## config.mk

```make
export PLATFORM = sky130hd
export DESIGN_NAME = alu
export DESIGN_NICKNAME = d
export VERILOG_FILES = /design/src/source/mem_map_pkg.sv /design/src/source/isa_pkg.sv /design/src/source/alu.sv
export SDC_FILE = /design/constraint.sdc
export NUM_CORES = 1
export LEC_CHECK = 0
export BUFFER_PORTS_ARGS = -buffer_cell sky130_fd_sc_hd__buf_2
export CORE_ASPECT_RATIO = 0.6
export CORE_MARGIN = 3
export CORE_UTILIZATION = 56
export CTS_CLUSTER_SIZE = 16
export DETAILED_ROUTE_END_ITERATION = 7
export GPL_TIMING_DRIVEN = 0
export PLACE_DENSITY_LB_ADDON = 0.08
export SYNTH_ARGS = -nofsm -noshare
export SYNTH_HDL_FRONTEND = slang
export SYNTH_SLANG_ARGS = --single-unit
```

## constraint.sdc

```tcl
create_clock -name clock -period 5.2 [get_ports clock]
set_input_delay 1.04 -clock clock [delete_from_list [all_inputs] [get_ports clock]]
set_output_delay 1.04 -clock clock [all_outputs]
set_load 0.005 [all_outputs]
```

## src/source/mem_map_pkg.sv

```systemverilog
package mem_map_pkg;

    localparam int word_w        = 32;
    localparam int lane_count    = 2;
    localparam int mem_depth     = 1024;
    localparam int mem_addr_w    = 10;

    // The read ports sit at the top four words of each lane
    localparam int io_port_count = 4;
    localparam int io_port_w     = 2;
    localparam int io_base_addr  = 1020;

    typedef struct packed {
        logic [io_port_count-1:0]             ef;    // High when the port holds data
        logic [io_port_count-1:0][word_w-1:0] data;
    } io_in_t;

    typedef struct packed {
        logic                 hit;
        logic [io_port_w-1:0] port;
    } io_sel_t;

endpackage

```

## src/source/isa_pkg.sv

```systemverilog
package isa_pkg;

    localparam int opcode_w    = 4;
    localparam int a_operand_w = 10;
    localparam int b_operand_w = 10;
    localparam int d_operand_w = 11;
    localparam int instr_w     = opcode_w + d_operand_w + a_operand_w + b_operand_w;

    localparam int d_lane_bit  = 10;    // D bit that picks the writeback lane

    // Opcodes 7 to 15 are not decoded and behave as a NOP
    localparam logic [opcode_w-1:0] op_nop    = 4'd0;
    localparam logic [opcode_w-1:0] op_add    = 4'd1;
    localparam logic [opcode_w-1:0] op_sub    = 4'd2;
    localparam logic [opcode_w-1:0] op_and    = 4'd3;
    localparam logic [opcode_w-1:0] op_or     = 4'd4;
    localparam logic [opcode_w-1:0] op_xor    = 4'd5;
    localparam logic [opcode_w-1:0] op_pass_a = 4'd6;

    typedef struct packed {
        logic [opcode_w-1:0]    op;
        logic [d_operand_w-1:0] d;
        logic [a_operand_w-1:0] a;
        logic [b_operand_w-1:0] b;
    } instr_t;

    // What the ALU still needs once the operands are fetched
    typedef struct packed {
        logic [opcode_w-1:0]    op;
        logic [d_operand_w-1:0] d;
    } ctrl_t;

    typedef struct packed {
        logic                            wren;
        logic [d_operand_w-1:0]          d;
        logic [mem_map_pkg::word_w-1:0]  result;
    } wb_t;

endpackage

```

## src/source/alu.sv

```systemverilog
`timescale 1ns/1ps

module alu (
    input  logic                           clock,
    input  logic                           rst,
    input  isa_pkg::ctrl_t                 ctrl,
    input  logic [mem_map_pkg::word_w-1:0] a,
    input  logic [mem_map_pkg::word_w-1:0] b,
    output isa_pkg::wb_t                   wb
);

    isa_pkg::wb_t wb_next;

    always_comb begin
        wb_next.d      = ctrl.d;
        wb_next.wren   = 1'b1;
        wb_next.result = '0;
        case (ctrl.op)
            isa_pkg::op_add: begin
                wb_next.result = a + b;
            end
            isa_pkg::op_sub: begin
                wb_next.result = a - b;
            end
            isa_pkg::op_and: begin
                wb_next.result = a & b;
            end
            isa_pkg::op_or: begin
                wb_next.result = a | b;
            end
            isa_pkg::op_xor: begin
                wb_next.result = a ^ b;
            end
            isa_pkg::op_pass_a: begin
                wb_next.result = a;
            end
            default: begin
                wb_next.wren = 1'b0;    // NOP, annulled or undecoded opcode
            end
        endcase
    end

    always_ff @(posedge clock) begin
        if (rst) begin
            wb <= '0;
        end else begin
            wb <= wb_next;
        end
    end

endmodule

```

# Word level (Yosys, flattened, before mapping)
# Index checks and enable logic that the tools add are counted.
dict set report classes {
  n_mul 0
  n_shift 0
  n_bitwise 3
  order_cmp 0
  add_sub_neg 2
  div_mod_pow 0
  n_eq_ne 6
  muxes 2
  reduce_logical 1
}
# op n
set ops {}
lappend ops {{32-bit case mux with 6 select lines} 1}
lappend ops {{32-bit adder} 1}
lappend ops {{32-bit AND} 1}
lappend ops {{32-bit OR} 1}
lappend ops {{32-bit subtractor} 1}
lappend ops {{32-bit XOR} 1}
lappend ops {{4-bit by 3-bit equality test with 1-bit output, second input constant} 3}
lappend ops {{4-bit by 2-bit equality test with 1-bit output, second input constant} 2}
lappend ops {{6-bit OR reduction} 1}
lappend ops {{4-bit by 1-bit equality test with 1-bit output, second input constant} 1}
lappend ops {{1-bit 2-to-1 mux} 1}
dict set report word_totals {
  ramBits 0
  reg_bits 44
  mem_count 0
  latch_bits 0
  romBits 0
}

# Logic depth before layout (Yosys ltp)
dict set report depth {
  ltp_word 3
  mapped_depth 15
  ltp_nobuf 14
}

# Worst setup path before layout
# OpenSTA, ideal clock, no wires.
dict set report synth_path {
  kind {in2reg}
  startpoint {in b[12] (netlist name)}
  endpoint {reg wb[31] (netlist name)}
  setup_time_ns 0.124
  cell_stages 13
  t_required_ns 5.076
  slack_ns 0.988
  t_arrival_ns 4.088
  cell_sequence {or4_4 -> or3_2 -> o31ai_1 -> xnor2_1 -> ha_1 -> buf_2 -> nand4_1 -> nor3_1 -> nand3_1 -> o31ai_1 -> a31oi_1 -> xnor2_1 -> o22ai_1}
}
dict set report synth_via {
  elab_chain_cells 2
  word_cells_on_any_way 3
  cone_classes {add/sub: 2; mux: 1}
}
# item line
set synth_lines {}
lappend synth_lines {{start, declared} alu.sv:8} ;# input logic [mem_map_pkg::word_w-1:0] b,
lappend synth_lines {{32-bit subtractor or 32-bit adder (tied branches)} {alu.sv:23, alu.sv:20}}
lappend synth_lines {{32-bit case mux with 6 select lines *} alu.sv:18} ;# case (ctrl.op)
lappend synth_lines {{end signal, assigned} alu.sv:47} ;# wb <= wb_next;
lappend synth_lines {{end, declared} alu.sv:9} ;# output isa_pkg::wb_t wb
# Mark *: on every way between the ends. The rest lies on a longest branch, timed or not.
# A chain may end at the register's enable or synchronous reset.

# Worst setup path after layout
dict set report layout_path {
  startpoint {in b[12] (netlist name)}
  endpoint {reg wb[30] (netlist name)}
}
# Same word-level chain as after synthesis.

==> metrics.md <==
| Metric | Value |
|---|---|
| Violated checks | antenna rules |
| Layout cells sized above 1 | 0.195 |
| Power per cell area | 189 mW/mm2 |
| CP Max Fanout | 10 |
| Syn. warnings | 0 |
| DP Wirelength | 15200 um |
| Hold Crit Depth | 2 |
| Global-route congestion overflow total | 0 |
| Reg clk slew, reported paths | 0.07 ns |
| Die W | 134 um |
| Leading area contributor after synthesis | ha_1 |
| Die area | 0.0111 mm2 |
| Crit end category | register |
| CTS tree | yes |
| Max Cap Viol | 0 |
| Max IR drop VDD | 0.000143 V |
| Syn_area_per_cell | 7.70 um2 |
| Initial antenna violation count | 0 |
| Slew Limit Fails | 0 |
| Critical path's slowest cell | or4_4 |
| Final Critical Period | 4.94 ns |
| # port buffers | 123 |
| NumNets Final | 1024 |
| Vias | 6131 |
| Iteration-0 DRC Markers | 826 |
| Most used cell, CP | buf_2 |
| Htree depth | 2 |
| Top_reg_cell synth | dfxtp_1 |
| Critical Path Start Type | input port |
| Final hold violations | 0 |
| Worst slew pin tran | 1.11 ns |
| CP cell instances | buf_2 -> or4_4 -> or3_2 -> o31ai_1 -> xnor2_1 -> ha_1 -> buf_2 -> nand4_1 -> nor3b_1 -> o211ai_1 -> a31oi_1 -> o2111ai_1 -> o311ai_0 |
| ANT nets after route | 1 |
| Starting Density | 0.589 |
| DRC viols | 0 |
| Bufs on Longest Clock Path | 2 |
| Via density | 6.24 |
| Initial DRT Pass Iterations | 6 |
| Critical path's largest stage delay | 0.59 ns |
| Setup bufs post-CTS | 0 |
| Root Buffer | clkbuf_16 |
| Fin cells | 982 |
| Synth Cell Area | 0.00551 mm2 |
| EDFF count, synth | 0 |
| # rows | 27 |
| First-pass GRT wire length | 30500 um |
| Max reg flops | 44 |
| Vias in the first global route | 5869 |
| Cells after synthesis | 716 |
| Status | finished with violations |
| Worst Path Required | 5.39 ns |
| Area contributors post-synth | ha_1 (22%), dfxtp_1 (16%), xnor2_1 (6.4%) |
| Final setup viols | 0 |
| Hold EP | wb[32] |
| Ports | 125 |
| Fmax | 0.202 GHz |
| Final wirelength | 19500 um |
| Post-route cell area | 0.00645 mm2 |
| Clk sinks | 44 |
| Post-synthesis cell type count | 63 |
| Async SR Flop Fraction | 0 |
| Biggest register | wb |
| P&R area growth vs syn | 17.1% |
| Core area | 0.00936 mm2 |
| Setup slack at placement | -0.00959 ns |
| Synth top cells by count | ha_1 (96), inv_1 (77), nand2_1 (56) |
| Final worst slack | 0.259 ns |
| Unrepaired setup endpoints after global routing | false |
| Dpl cell area | 0.00629 mm2 |
| Post-synth top area share | 0.218 |
| Hold Crit Class | input port to register |
| Inst Count DP | 969 |
| Period utilization | 0.950 |
| GRT Total Usage | 0.343 |
| Largest net degree at the start of global routing | 16 |
| Syn Nets | 894 |
| Seq/Total Area, Yosys | 0.160 |
| GPL Wtd Cong | 1.01 |
| Critical path type | input port to register |
| Num CTS Buffers | 5 |
| Leakage | 3.16 nW |
| Min-Delay Startpoint | rst |
| Slew headroom | 0.248 |
| Routed wire length per instance | 19.9 um |
| Yosys reg bits | 44 |
| Biggest regs | wb: 44 flops |
| Die Span Y | 82.8 um |
| WP data arrival | 5.13 ns |
| Cell with the most instances after synthesis | ha_1 |
[stage by stage]
step | power, mW | util | TNS (ns) | hold WS [ns]
6_report | 1.22 | 0.690 | 0 | 0.935
5_1_grt | 1.29 | 0.688 | 0 | 0.950
4_1_cts | 1.20 | 0.688 | 0 | 0.933
3_5_place_dp | 0.869 | 0.672 | -0.00959 | 1.24
3_3_place_gp | 0.854 | 0.672 | 0 | 1.24
2_1_floorplan | 0.700 | - | 0 | 1.11
[cells in the final DEF (no fill, tap or decap), drive strengths merged, types with 15 or more instances in the layout]
cell      n
ha       96
dfxtp    44
buf     140
a221oi   26
clkbuf   26
o21ai    52
nor2     35
inv      77
a21o     15
a21oi    47
xnor2    40
nand2    56
[what timing repair did]
action | CTS | global route
hold buffers | 0 | 0
endpoints found under the setup margin | 0 | 1
gates resized for setup | 0 | 1
[worst max path at each step]
| stage | cells past startpoint | to | startpoint |
|---|---|---|---|
| after CTS | 14 | wb[31] | b[12] |
| after floorplan | 13 | wb[31] | b[12] |
| after global routing | 13 | wb[26] | b[12] |
| after detailed placement | 14 | wb[31] | b[12] |
| final | 13 | wb[30] | b[12] |
| after global placement | 14 | wb[31] | b[12] |
[kinds of logic (layout without fill, tap and decap cells)]
family	Yosys count	count (layout)	share of synthesized area
other	0	5	0
and+or+nand+nor	172	172	0.164
muxes	1	1	0.00182
xor gates and xnor gates	53	53	0.0842
AOI/OAI and AO/OA	234	234	0.284
adders and majority gates	97	97	0.222
buffers and inverters	115	246	0.0847
DFF	44	44	0.160
[where the power goes]
part	total [mW]	internal, mW	leakage, nW	switching [mW]
logic	0.532	0.206	2.73	0.327
registers	0.353	0.350	0.359	0.00309
clock network	0.333	0.179	0.0661	0.154
[final cells by class]
| class | instances | area (um2) |
|---|---|---|
| multi-input cells | 557 | 4170 |
| clock inverters | 3 | 23.8 |
| flip-flops and latches | 44 | 881 |
| well taps | 130 | 163 |
| diodes | 5 | 12.5 |
| clock buffers | 5 | 125 |
| plain buffers | 38 | 178 |
| repair buffers | 123 | 616 |
| fillers | 790 | 2900 |
| inverters | 77 | 289 |
[critical path: cells and delay by family]
family | cells | cell delay, ns
xor+xnor | 1 | 0.11
buf+inv | 2 | 0.33
simple gates | 4 | 1.64
fa+ha+maj | 1 | 0.31
compound gates | 5 | 1.68
[layer usage]
metal | up-vias | GRT usage | part of all wire
met5 | - | 0 | 0
met4 | 0 | 0.0860 | 0.019
met3 | 39 | 0.121 | 0.14
met2 | 422 | 0.483 | 0.40
met1 | 2816 | 0.494 | 0.44
li1 | 2854 | - | -
(Power assumes the default switching activity.)
