===== src/source/mem_map_pkg.sv =====
package mem_map_pkg;

    localparam int word_w        = 32;
    localparam int lane_count    = 2;
    localparam int mem_depth     = 1024;
    localparam int mem_addr_w    = 10;

    // The read ports sit at the top four words of each lane
    localparam int io_port_count = 4;
    localparam int io_port_w     = 2;
    localparam int io_base_addr  = 1020;

    typedef struct packed {
        logic [io_port_count-1:0]             ef;    // High when the port holds data
        logic [io_port_count-1:0][word_w-1:0] data;
    } io_in_t;

    typedef struct packed {
        logic                 hit;
        logic [io_port_w-1:0] port;
    } io_sel_t;

endpackage


===== src/source/isa_pkg.sv =====
package isa_pkg;

    localparam int opcode_w    = 4;
    localparam int a_operand_w = 10;
    localparam int b_operand_w = 10;
    localparam int d_operand_w = 11;
    localparam int instr_w     = opcode_w + d_operand_w + a_operand_w + b_operand_w;

    localparam int d_lane_bit  = 10;    // D bit that picks the writeback lane

    // Opcodes 7 to 15 are not decoded and behave as a NOP
    localparam logic [opcode_w-1:0] op_nop    = 4'd0;
    localparam logic [opcode_w-1:0] op_add    = 4'd1;
    localparam logic [opcode_w-1:0] op_sub    = 4'd2;
    localparam logic [opcode_w-1:0] op_and    = 4'd3;
    localparam logic [opcode_w-1:0] op_or     = 4'd4;
    localparam logic [opcode_w-1:0] op_xor    = 4'd5;
    localparam logic [opcode_w-1:0] op_pass_a = 4'd6;

    typedef struct packed {
        logic [opcode_w-1:0]    op;
        logic [d_operand_w-1:0] d;
        logic [a_operand_w-1:0] a;
        logic [b_operand_w-1:0] b;
    } instr_t;

    // What the ALU still needs once the operands are fetched
    typedef struct packed {
        logic [opcode_w-1:0]    op;
        logic [d_operand_w-1:0] d;
    } ctrl_t;

    typedef struct packed {
        logic                            wren;
        logic [d_operand_w-1:0]          d;
        logic [mem_map_pkg::word_w-1:0]  result;
    } wb_t;

endpackage


===== src/source/issue_stage.sv =====
`timescale 1ns/1ps

module issue_stage (
    input  logic                                                         clock,
    input  logic                                                         rst,
    input  isa_pkg::instr_t                                              instr_in,
    input  logic [mem_map_pkg::lane_count-1:0]                           blocked,
    output logic [mem_map_pkg::lane_count-1:0][mem_map_pkg::mem_addr_w-1:0] read_addr,
    output logic                                                         io_ready,
    output isa_pkg::ctrl_t                                               ctrl
);

    isa_pkg::instr_t instr_q;

    // An all-zero instruction is a NOP reading address 0 of both lanes
    always_ff @(posedge clock) begin
        if (rst) begin
            instr_q <= '0;
        end else begin
            instr_q <= instr_in;
        end
    end

    assign read_addr[0] = instr_q.a;    // Lane 0 serves operand A
    assign read_addr[1] = instr_q.b;

    // One empty port anywhere holds the whole instruction back
    assign io_ready = ~|blocked;

    always_comb begin
        ctrl.d = instr_q.d;
        if (io_ready) begin
            ctrl.op = instr_q.op;
        end else begin
            ctrl.op = isa_pkg::op_nop;  // Left for the surrounding control to replay
        end
    end

endmodule


===== config.mk =====
export PLATFORM = sky130hd
export DESIGN_NAME = issue_stage
export DESIGN_NICKNAME = d
export VERILOG_FILES = /design/src/source/mem_map_pkg.sv /design/src/source/isa_pkg.sv /design/src/source/issue_stage.sv
export SDC_FILE = /design/constraint.sdc
export NUM_CORES = 1
export LEC_CHECK = 0
export ABC_AREA = 1
export BUFFER_PORTS_ARGS = -buffer_cell sky130_fd_sc_hd__buf_2
export CAP_MARGIN = 10
export CORE_ASPECT_RATIO = 1.4
export CORE_MARGIN = 2
export CORE_UTILIZATION = 42
export CTS_CLUSTER_DIAMETER = 200
export DETAILED_ROUTE_END_ITERATION = 10
export GPL_TIMING_DRIVEN = 1
export PLACE_DENSITY = 0.74
export SLEW_MARGIN = 20
export SYNTH_ARGS = -nofsm -noshare
export SYNTH_HDL_FRONTEND = slang
export SYNTH_SLANG_ARGS = --single-unit

===== constraint.sdc =====
create_clock -name clock -period 0.8 [get_ports clock]
set_clock_uncertainty 0.2 [all_clocks]
set_input_delay 0.08 -clock clock [delete_from_list [all_inputs] [get_ports clock]]
set_output_delay 0.08 -clock clock [all_outputs]
set_load 0.02 [all_outputs]

After elaboration in Yosys (flattened, before gate mapping)
Index checks and enable logic that the tools add are counted.
{"block": "classes", "reduce_logical": 2, "n_mux": 1}
{"op": "4-bit two-way mux", "count": 1}
{"op": "2-bit OR reduction", "count": 1}
{"op": "1-bit zero test", "count": 1}
{"block": "totals", "elab_cells": 7, "out_inout_bits": 36, "reg_bits": 35}

Depth between registers and ports, before layout
Gate-level depths: netlist (run 1).
{"block": "logic_depth", "depth_word": 2, "depth_mapped": 3, "mapped_depth_nobuf": 3}

Least setup slack after synthesis (run 1)
Ideal clock, no wire load.
{"block": "synth_timing", "path_type": "register -> output", "from": "register instr_q[31] (netlist bit)", "to": "output ctrl[11] (netlist bit)", "slack_ps": -88, "n_path_buf": 0, "t_arrival_ps": 608, "path_stages_with_launch": 3, "required_ps": 520, "cell_sequence": "dfxtp_1 -> inv_1 -> nor2_1"}
{"item": "from (decl)", "line": "issue_stage.sv:13", "rtl": "isa_pkg::instr_t instr_q;"}
{"item": "from (signal assigned)", "line": "issue_stage.sv:20", "rtl": "instr_q <= instr_in;"}
{"item": "to (decl)", "line": "issue_stage.sv:10", "rtl": "output isa_pkg::ctrl_t ctrl"}

==> flow_summary.toml, run 1 <==
[run_status]
outcome = "complete, but fails checks"
violations = "negative hold slack, negative setup slack"

[power]
p_clk_share_pct = 35.3
p_seq_share_pct = 50.0
p_leak_nw = 1.026
ir_worst_vdd_uv = 1338
switching_share_pct = 22.80
p_int_mw = 2.930
p_total_mw = 3.795
switching_power_uw = 865.2
power.density_nw_per_um2 = 2025
comb_power_share_pct = 14.7

[timing]
rsz0062_at_grt = "yes"
hold_viol = 35
worst_slew_margin_rel_pct = 90.03
setup_viol = 35
worst_pin_slew_ns = 0.1495
fmax_ghz = 0.8804
fin_crit_sh_pct = 142.0
period_minus_slack_ns = 1.136
worst_hold_slack_ns = -0.2035
setup_ws_ns = -0.3359
drv_slew = 0

[detailed_routing]
drtAntennaViolNets = 0
via_per_inst = 3.772
drt-initial-drc-count = 3
wl_per_cell_um = 9.861
route.final.wire_length_um = 2337
drt_first_pass_iters = 4
vias = 894
remaining_drc_errors = 0

[yosys]
async_flop_share_pct = 0
synth_top_area_cell = "dfxtp_1"
synth_area_per_cell_um2 = 8.495
yosys.area.top_type_share_pct = 54.26
ys_ff_latch = 35
ys_seq_area_share_pct = 54.26
syn_nets = 191
synth_cell_type_count = 7
syn_area_um2 = 1291
syn_inst = 152
synth.most_common_cell = "inv_1"
synth_top_flop_cell = "dfxtp_1"
ys_top_cells_by_area = "dfxtp_1 (54%), buf_4 (18%), inv_1 (12%), nor2_1 (11%), buf_6 (3.5%)"
synth_edf_count = 0
synth_top_cells_by_count = "inv_1 (42), nor2_1 (37), dfxtp_1 (35)"
yosys_warnings = 0

[floorplan]
die_h_um = 69.61
ios = 75
coreArea_um2 = 2907
die_w_um = 50.86
rows = 23
die-area_um2 = 3540
start_util_pct = 44.43

[hold_path]
holdPathEnd = "read_addr[19]"
hp-start = "instr_in[9]"
worstHoldPathCells = 3
holdCritPathClass = "input pin to register"

[worst_setup_path]
crit_path_start_kind = "register"
cp_max_fo = 1
worst_path_max_delay_cell = "dfxtp_2"
crit_type = "register to primary output"
max_stage_delay_ns = 0.32
worstPathCellList = "inv_2, nor2_4, buf_6"
cp.required_ns = 0.52
critPathCaptureType = "primary output"
worstPathArrival_ns = 0.86

[global_routing]
grtUsageTotal_pct = 14.42
grt_pass1_vias = 921
antenna_found_initial = 0
grt_pass1_wl_um = 3774
grt_max_degree = 36
grt-ovfl-total = 0

[clock_tree]
htreeDepth = 2
cts_buffers = 5
clk_pin_slew_ns = 0.06
postCtsSetupRepairBufs = 0
clock-sinks = 35
clockBufferDepth = 2
cts_tree = "yes"
cts-root-buf = "clkbuf_8"

[placement]
hpwl_um = 1567
gp_congestion = 0.6359
place_ws_ns = -0.2459
numPortBuffers = 74

[cells_and_area]
nNetsFinal = 238
syn2layout_area_growth_pct = 45.16
drive_gt1_share_pct = 64.50
insertedDiodeCount = 0

[job]
cap_violations = 0
[power groups by stage]
stage               Combinational (mW)  Clock (mW)  Sequential [mW]
global route                     0.607        1.47             1.90
finish                           0.557        1.34             1.90
CTS                              0.544        1.40             1.89
floorplan                        0.363           0             1.89
global placement                 0.423           0             1.89
detailed placement               0.432           0             1.89
[worst max-delay path, delay by kind of cell, from the launching register on]
family / cells / cell delay, ns
DFF: 1 / 0.32
buffers and inverters: 2 / 0.16
and+or+nand+nor: 1 / 0.10
[cell families after synthesis]
logic type	Yosys count	synth area share, %
and+or+nand+nor	40	12.01
buffers and inverters	77	33.72
DFF	35	54.26
[layout make-up]
class | count | area [um^2]
clock buffer | 8 | 100.1
fill | 249 | 1032
inverter | 42 | 160.2
multi-input combinational | 40 | 196.4
sequential | 35 | 743.2
tap | 37 | 46.29
timing repair buffer | 75 | 628.1
[registers in the layout, summed over array words and instances (netlist names)]
| signal | count |
|---|---|
| read_addr | 20 |
| ctrl | 11 |
| instr_q | 4 |
[what timing repair did]
action                                 4_1_cts  5_1_grt
setup endpoints to repair                   36       36
resized for setup                          110        9
pin swaps                                    5        5
endpoints found under the hold margin       35       35
[worst max-delay path by stage]
stage	startpoint	end	slack, ns	cells after the start
2_1_floorplan	instr_q[33]	ctrl[13]	-0.01	2
3_3_place_gp	blocked[0]	ctrl[14]	-0.22	5
3_5_place_dp	blocked[0]	ctrl[12]	-0.25	5
4_1_cts	instr_q[33]	ctrl[13]	-0.33	3
5_1_grt	instr_q[31]	ctrl[11]	-0.37	3
6_report	instr_q[32]	ctrl[12]	-0.34	3
[routing by layer]
metal,global-route usage [%],vias to the layer above,wire length (um)
met2,27.34,45,1342
li1,-,472,-
met4,9.009,0,63
met3,4.957,7,170
met1,11.99,370,761
met5,0,-,0
[layout by cell type, fill, tap and decap left out]
cell type,n
nor2_1,33
nor2_2,3
dfxtp_1,1
nand2_8,1
dfxtp_2,34
clkbuf_1,1
buf_2,36
buf_6,38
inv_4,1
inv_1,36
inv_2,5
clkbuf_8,7
nor2_4,3
buf_12,1
[stage by stage]
stage          area (um^2)  hold WS [ns]  std cells  util (%)  setup TNS [ns]
6_report              1874       -0.2035        237     64.49          -7.221
3_3_place_gp          1470       0.07735        229     50.58          -1.025
4_1_cts               1843       -0.2174        237     63.41          -7.602
3_5_place_dp          1470       0.08464        229     50.58          -1.138
2_1_floorplan         1311      -0.01303        152         -        -0.02126
5_1_grt               1874       -0.2046        237     64.49          -8.123
No activity file was read; power rests on OpenSTA's default activity.
==> run 2, diff against run 1 <==
--- a/config.mk
+++ b/config.mk
@@ -11,6 +11,7 @@
 export CORE_ASPECT_RATIO = 1.4
 export CORE_MARGIN = 2
 export CORE_UTILIZATION = 42
+export CTS_BUF_LIST = sky130_fd_sc_hd__clkbuf_8 sky130_fd_sc_hd__clkbuf_16
 export CTS_CLUSTER_DIAMETER = 200
 export DETAILED_ROUTE_END_ITERATION = 10
 export GPL_TIMING_DRIVEN = 1
==> flow_summary.toml, run 2 (same netlist as run 1, synthesis figures left out) <==
[run_status]
outcome = "complete, but fails checks"
violations = "negative hold slack, negative setup slack"

[worst_setup_path]
crit_path_start_kind = "register"
worstPathCellList = "inv_2, nor2_4, buf_6"
worstPathArrival_ns = 0.86
max_stage_delay_ns = 0.32
worst_path_max_delay_cell = "dfxtp_2"
cp_max_fo = 1
cp.required_ns = 0.52
endpoint = "ctrl[12]"
critPathCaptureType = "primary output"
crit_start = "instr_q[32]"
crit_type = "register to primary output"

[placement]
place_ws_ns = -0.2459
gp_congestion = 0.6359
hpwl_um = 1567
numPortBuffers = 74
place_area_um2 = 1470

[timing]
drv_slew = 0
setup_ws_ns = -0.3359
fmax_ghz = 0.8804
period_minus_slack_ns = 1.136
rsz0062_at_grt = "yes"
worst_pin_slew_ns = 0.1495
worst_hold_slack_ns = -0.2035
worst_slew_margin_rel_pct = 90.03
hold_viol = 35
setup_viol = 35
fin_crit_sh_pct = 142.0

[detailed_routing]
drt_first_pass_iters = 4
remaining_drc_errors = 0
wl_per_cell_um = 9.852
drt-initial-drc-count = 3
route.final.wire_length_um = 2335
vias = 895
drtAntennaViolNets = 0
via_per_inst = 3.776

[cells_and_area]
final_cell_mix = "buf_6 (38), inv_1 (37), buf_2 (36)"
final_cell_area_um2 = 1874
largest_register_ffs = 20
drive_gt1_share_pct = 64.50
utilization_pct = 64.49
nNetsFinal = 238
syn2layout_area_growth_pct = 45.16
final_common_cell = "buf_6"
insertedDiodeCount = 0

[global_routing]
grt-ovfl-total = 0
grt_max_degree = 36
use_met2_pct = 27.34
grtUsageTotal_pct = 14.42
grtUsageMet3_pct = 4.957
busiest_layer = "met2"
grt_pass1_wl_um = 3774
antenna_found_initial = 0
use_met1_pct = 11.99
grt_pass1_vias = 921

[power]
p_leak_nw = 1.030
p_total_mw = 3.782
p_int_mw = 2.917
switching_share_pct = 22.87
switching_power_uw = 865.1
power.density_nw_per_um2 = 2018
p_clk_share_pct = 35.1
p_seq_share_pct = 50.2
ir_worst_vdd_uv = 1338
comb_power_share_pct = 14.7

[floorplan]
rows = 23
die_h_um = 69.61
ios = 75
coreArea_um2 = 2907
die-area_um2 = 3540
start_util_pct = 44.43
die_w_um = 50.86

[clock_tree]
cts_tree = "yes"
cts-root-buf = "clkbuf_8"
clockBufferDepth = 2
cts_buffers = 5
htreeDepth = 2
postCtsSetupRepairBufs = 0
clock-sinks = 35
clk_pin_slew_ns = 0.06

[job]
cap_violations = 0

[hold_path]
holdCritPathClass = "input pin to register"
## run 2: changes by cell type in the layout (fill, tap and decap cells not counted)
cell and delta:
clkbuf_1 -1, inv_1 +1
## run 2: worst min-delay path by stage
stage                       startpoint            end  slack [ns]  cells past startpoint
after CTS                  instr_in[9]  read_addr[19]       -0.22                      3
after global placement    instr_in[14]   read_addr[4]        0.08                      3
after detailed placement   instr_in[9]  read_addr[19]        0.08                      3
after global routing      instr_in[29]        ctrl[9]       -0.20                      3
after floorplan           instr_in[20]        ctrl[0]       -0.01                      2
final                      instr_in[9]  read_addr[19]       -0.20                      3
## run 2: layout make-up
cell class / instances / area [um^2]
Clock inverter: 1 / 3.754
Timing Repair Buffer: 75 / 628.1
Fill cell: 249 / 1032
Sequential cell: 35 / 743.2
Multi-Input combinational cell: 40 / 196.4
Inverter: 42 / 160.2
Clock buffer: 7 / 96.34
Tap cell: 37 / 46.29
## run 2: worst max-delay path, delay by kind of cell, from the launching register on
kind / cells / cell delay, ns
buf+inv: 2 / 0.16
flops: 1 / 0.32
simple gates: 1 / 0.10
## run 2: power by group through the flow
stage | Clock, mW | Sequential, mW | Combinational, mW
finish | 1.33 | 1.90 | 0.557
global route | 1.46 | 1.90 | 0.607
CTS | 1.39 | 1.89 | 0.544
detailed placement | 0 | 1.89 | 0.432
global placement | 0 | 1.89 | 0.423
floorplan | 0 | 1.89 | 0.363
## run 2: stage by stage
step,std cells,setup TNS (ns)
6_report,237,-7.220
5_1_grt,237,-8.128
4_1_cts,237,-7.608
3_5_place_dp,229,-1.138
3_3_place_gp,229,-1.025
2_1_floorplan,152,-0.02126
## run 2: layer usage
metal	routed length (um)	part of all wire (%)	vias up
met2	1343	58	45
li1	-	-	472
met5	0	0	-
met3	170	7.3	7
met1	757	32	371
met4	63	2.7	0
## run 2: what timing repair did
item | CTS | global route
pin swaps | 5 | 5
setup endpoints to repair | 36 | 36
endpoints found under the hold margin | 35 | 35
gates resized for setup | 110 | 9
gates cloned | 0 | 0
==> run 3, diff against run 2 <==
--- a/config.mk
+++ b/config.mk
@@ -15,7 +15,7 @@
 export CTS_CLUSTER_DIAMETER = 200
 export DETAILED_ROUTE_END_ITERATION = 10
 export GPL_TIMING_DRIVEN = 1
-export PLACE_DENSITY = 0.74
+export PLACE_DENSITY = 0.77
 export SLEW_MARGIN = 20
 export SYNTH_ARGS = -nofsm -noshare
 export SYNTH_HDL_FRONTEND = slang
==> flow_summary.toml, run 3 (same netlist as run 1, synthesis figures left out) <==
[job]
cap_violations = 0

[worst_setup_path]
cp.buffers_inverters = 2
worst_path_max_delay_cell = "dfxtp_2"
worstPathCellList = "inv_2, nor2_2, buf_6"
cp.required_ns = 0.52
worstPathArrival_ns = 0.84
max_stage_delay_ns = 0.32
crit_path_start_kind = "register"
crit_type = "register to primary output"
cp_max_fo = 1
crit_family = "flip-flops"
critPathCaptureType = "primary output"

[detailed_routing]
drt_first_pass_iters = 4
drt-initial-drc-count = 7
route.final.wire_length_um = 2260
wl_per_cell_um = 9.496
via_per_inst = 3.874
drtAntennaViolNets = 0
vias = 922
remaining_drc_errors = 0

[timing]
period_minus_slack_ns = 1.120
fin_setup_tns_ns = -7.089
hold_viol = 35
fmax_ghz = 0.8930
worst_slew_margin_rel_pct = 90.69
rsz0062_at_grt = "yes"
drv_slew = 0
setup_viol = 36
worst_hold_slack_ns = -0.2025
fin_crit_sh_pct = 140.0
setup_ws_ns = -0.3199
worst_pin_slew_ns = 0.1396

[cells_and_area]
fin_cells = 238
syn2layout_area_growth_pct = 43.51
final_cell_mix = "inv_1 (38), buf_2 (38), buf_6 (36)"
drive_gt1_share_pct = 64.68
insertedDiodeCount = 0
fill_cells = 252
largest_register_ffs = 20
utilization_pct = 63.75
nNetsFinal = 239
final_cell_area_um2 = 1853

[clock_tree]
clk_pin_slew_ns = 0.06
clockBufferDepth = 2
cts_tree = "yes"
postCtsSetupRepairBufs = 0
htreeDepth = 2
clock-sinks = 35
cts-root-buf = "clkbuf_8"
cts_buffers = 5

[floorplan]
die-area_um2 = 3540
coreArea_um2 = 2907
die_w_um = 50.86
rows = 23
die_h_um = 69.61
start_util_pct = 44.43
ios = 75

[placement]
place_ws_ns = -0.2171
gp_congestion = 0.6158
hpwl_um = 1653
numPortBuffers = 74
place_area_um2 = 1490
placedCellCount = 230

[global_routing]
grt_max_degree = 23
antenna_found_initial = 0
grtUsageTotal_pct = 13.59
grt_pass1_wl_um = 3588
grt_pass1_vias = 900
grt-ovfl-total = 0

[run_status]
violations = "negative hold slack, negative setup slack"
outcome = "complete, but fails checks"

[hold_path]
holdCritPathClass = "input pin to register"

[power]
ir_worst_vdd_uv = 1323
p_leak_nw = 1.034
p_total_mw = 3.585
power.density_nw_per_um2 = 1935
## run 3: cell count changes in the layout (fill, tap and decap cells not counted), sizes merged
cell and delta:
clkinv +1, buf +1, clkbuf -2, inv +1
## run 3: where the power goes
part	internal (mW)	switching, mW
Clock	0.584	0.547
Sequential	1.86	0.0403
Combinational	0.291	0.267
Total	2.73	0.854
## run 3: final timing paths
kind	from	endpoint	slack, ns	cells after the start
hold / removal	instr_in[7]	read_addr[17]	-0.20	3
setup / recovery	instr_q[34]	ctrl[14]	-0.32	3
## run 3: layout make-up
cell class,instances,area (um^2),share of cell area (%)
Tap cell,37,46.29,2.498
Inverter,42,157.7,8.508
Clock buffer,5,68.82,3.714
Multi-Input combinational cell,40,187.7,10.13
Sequential cell,35,744.5,40.18
Clock inverter,3,12.51,0.6752
Timing Repair Buffer,76,635.6,34.30
## run 3: routing by layer
| metal | up-vias | wire length (um) | track usage (%) |
|---|---|---|---|
| li1 | 475 | - | - |
| met1 | 402 | 709 | 11.20 |
| met2 | 39 | 1346 | 27.05 |
| met3 | 6 | 148 | 3.879 |
| met4 | 0 | 55 | 7.207 |
| met5 | - | 0 | 0 |
## run 3: timing repair
action,CTS,global route
pin swaps,5,5
cloned,0,0
endpoints found under the setup margin,36,36
hold endpoints to repair,35,35
resized for setup,108,8
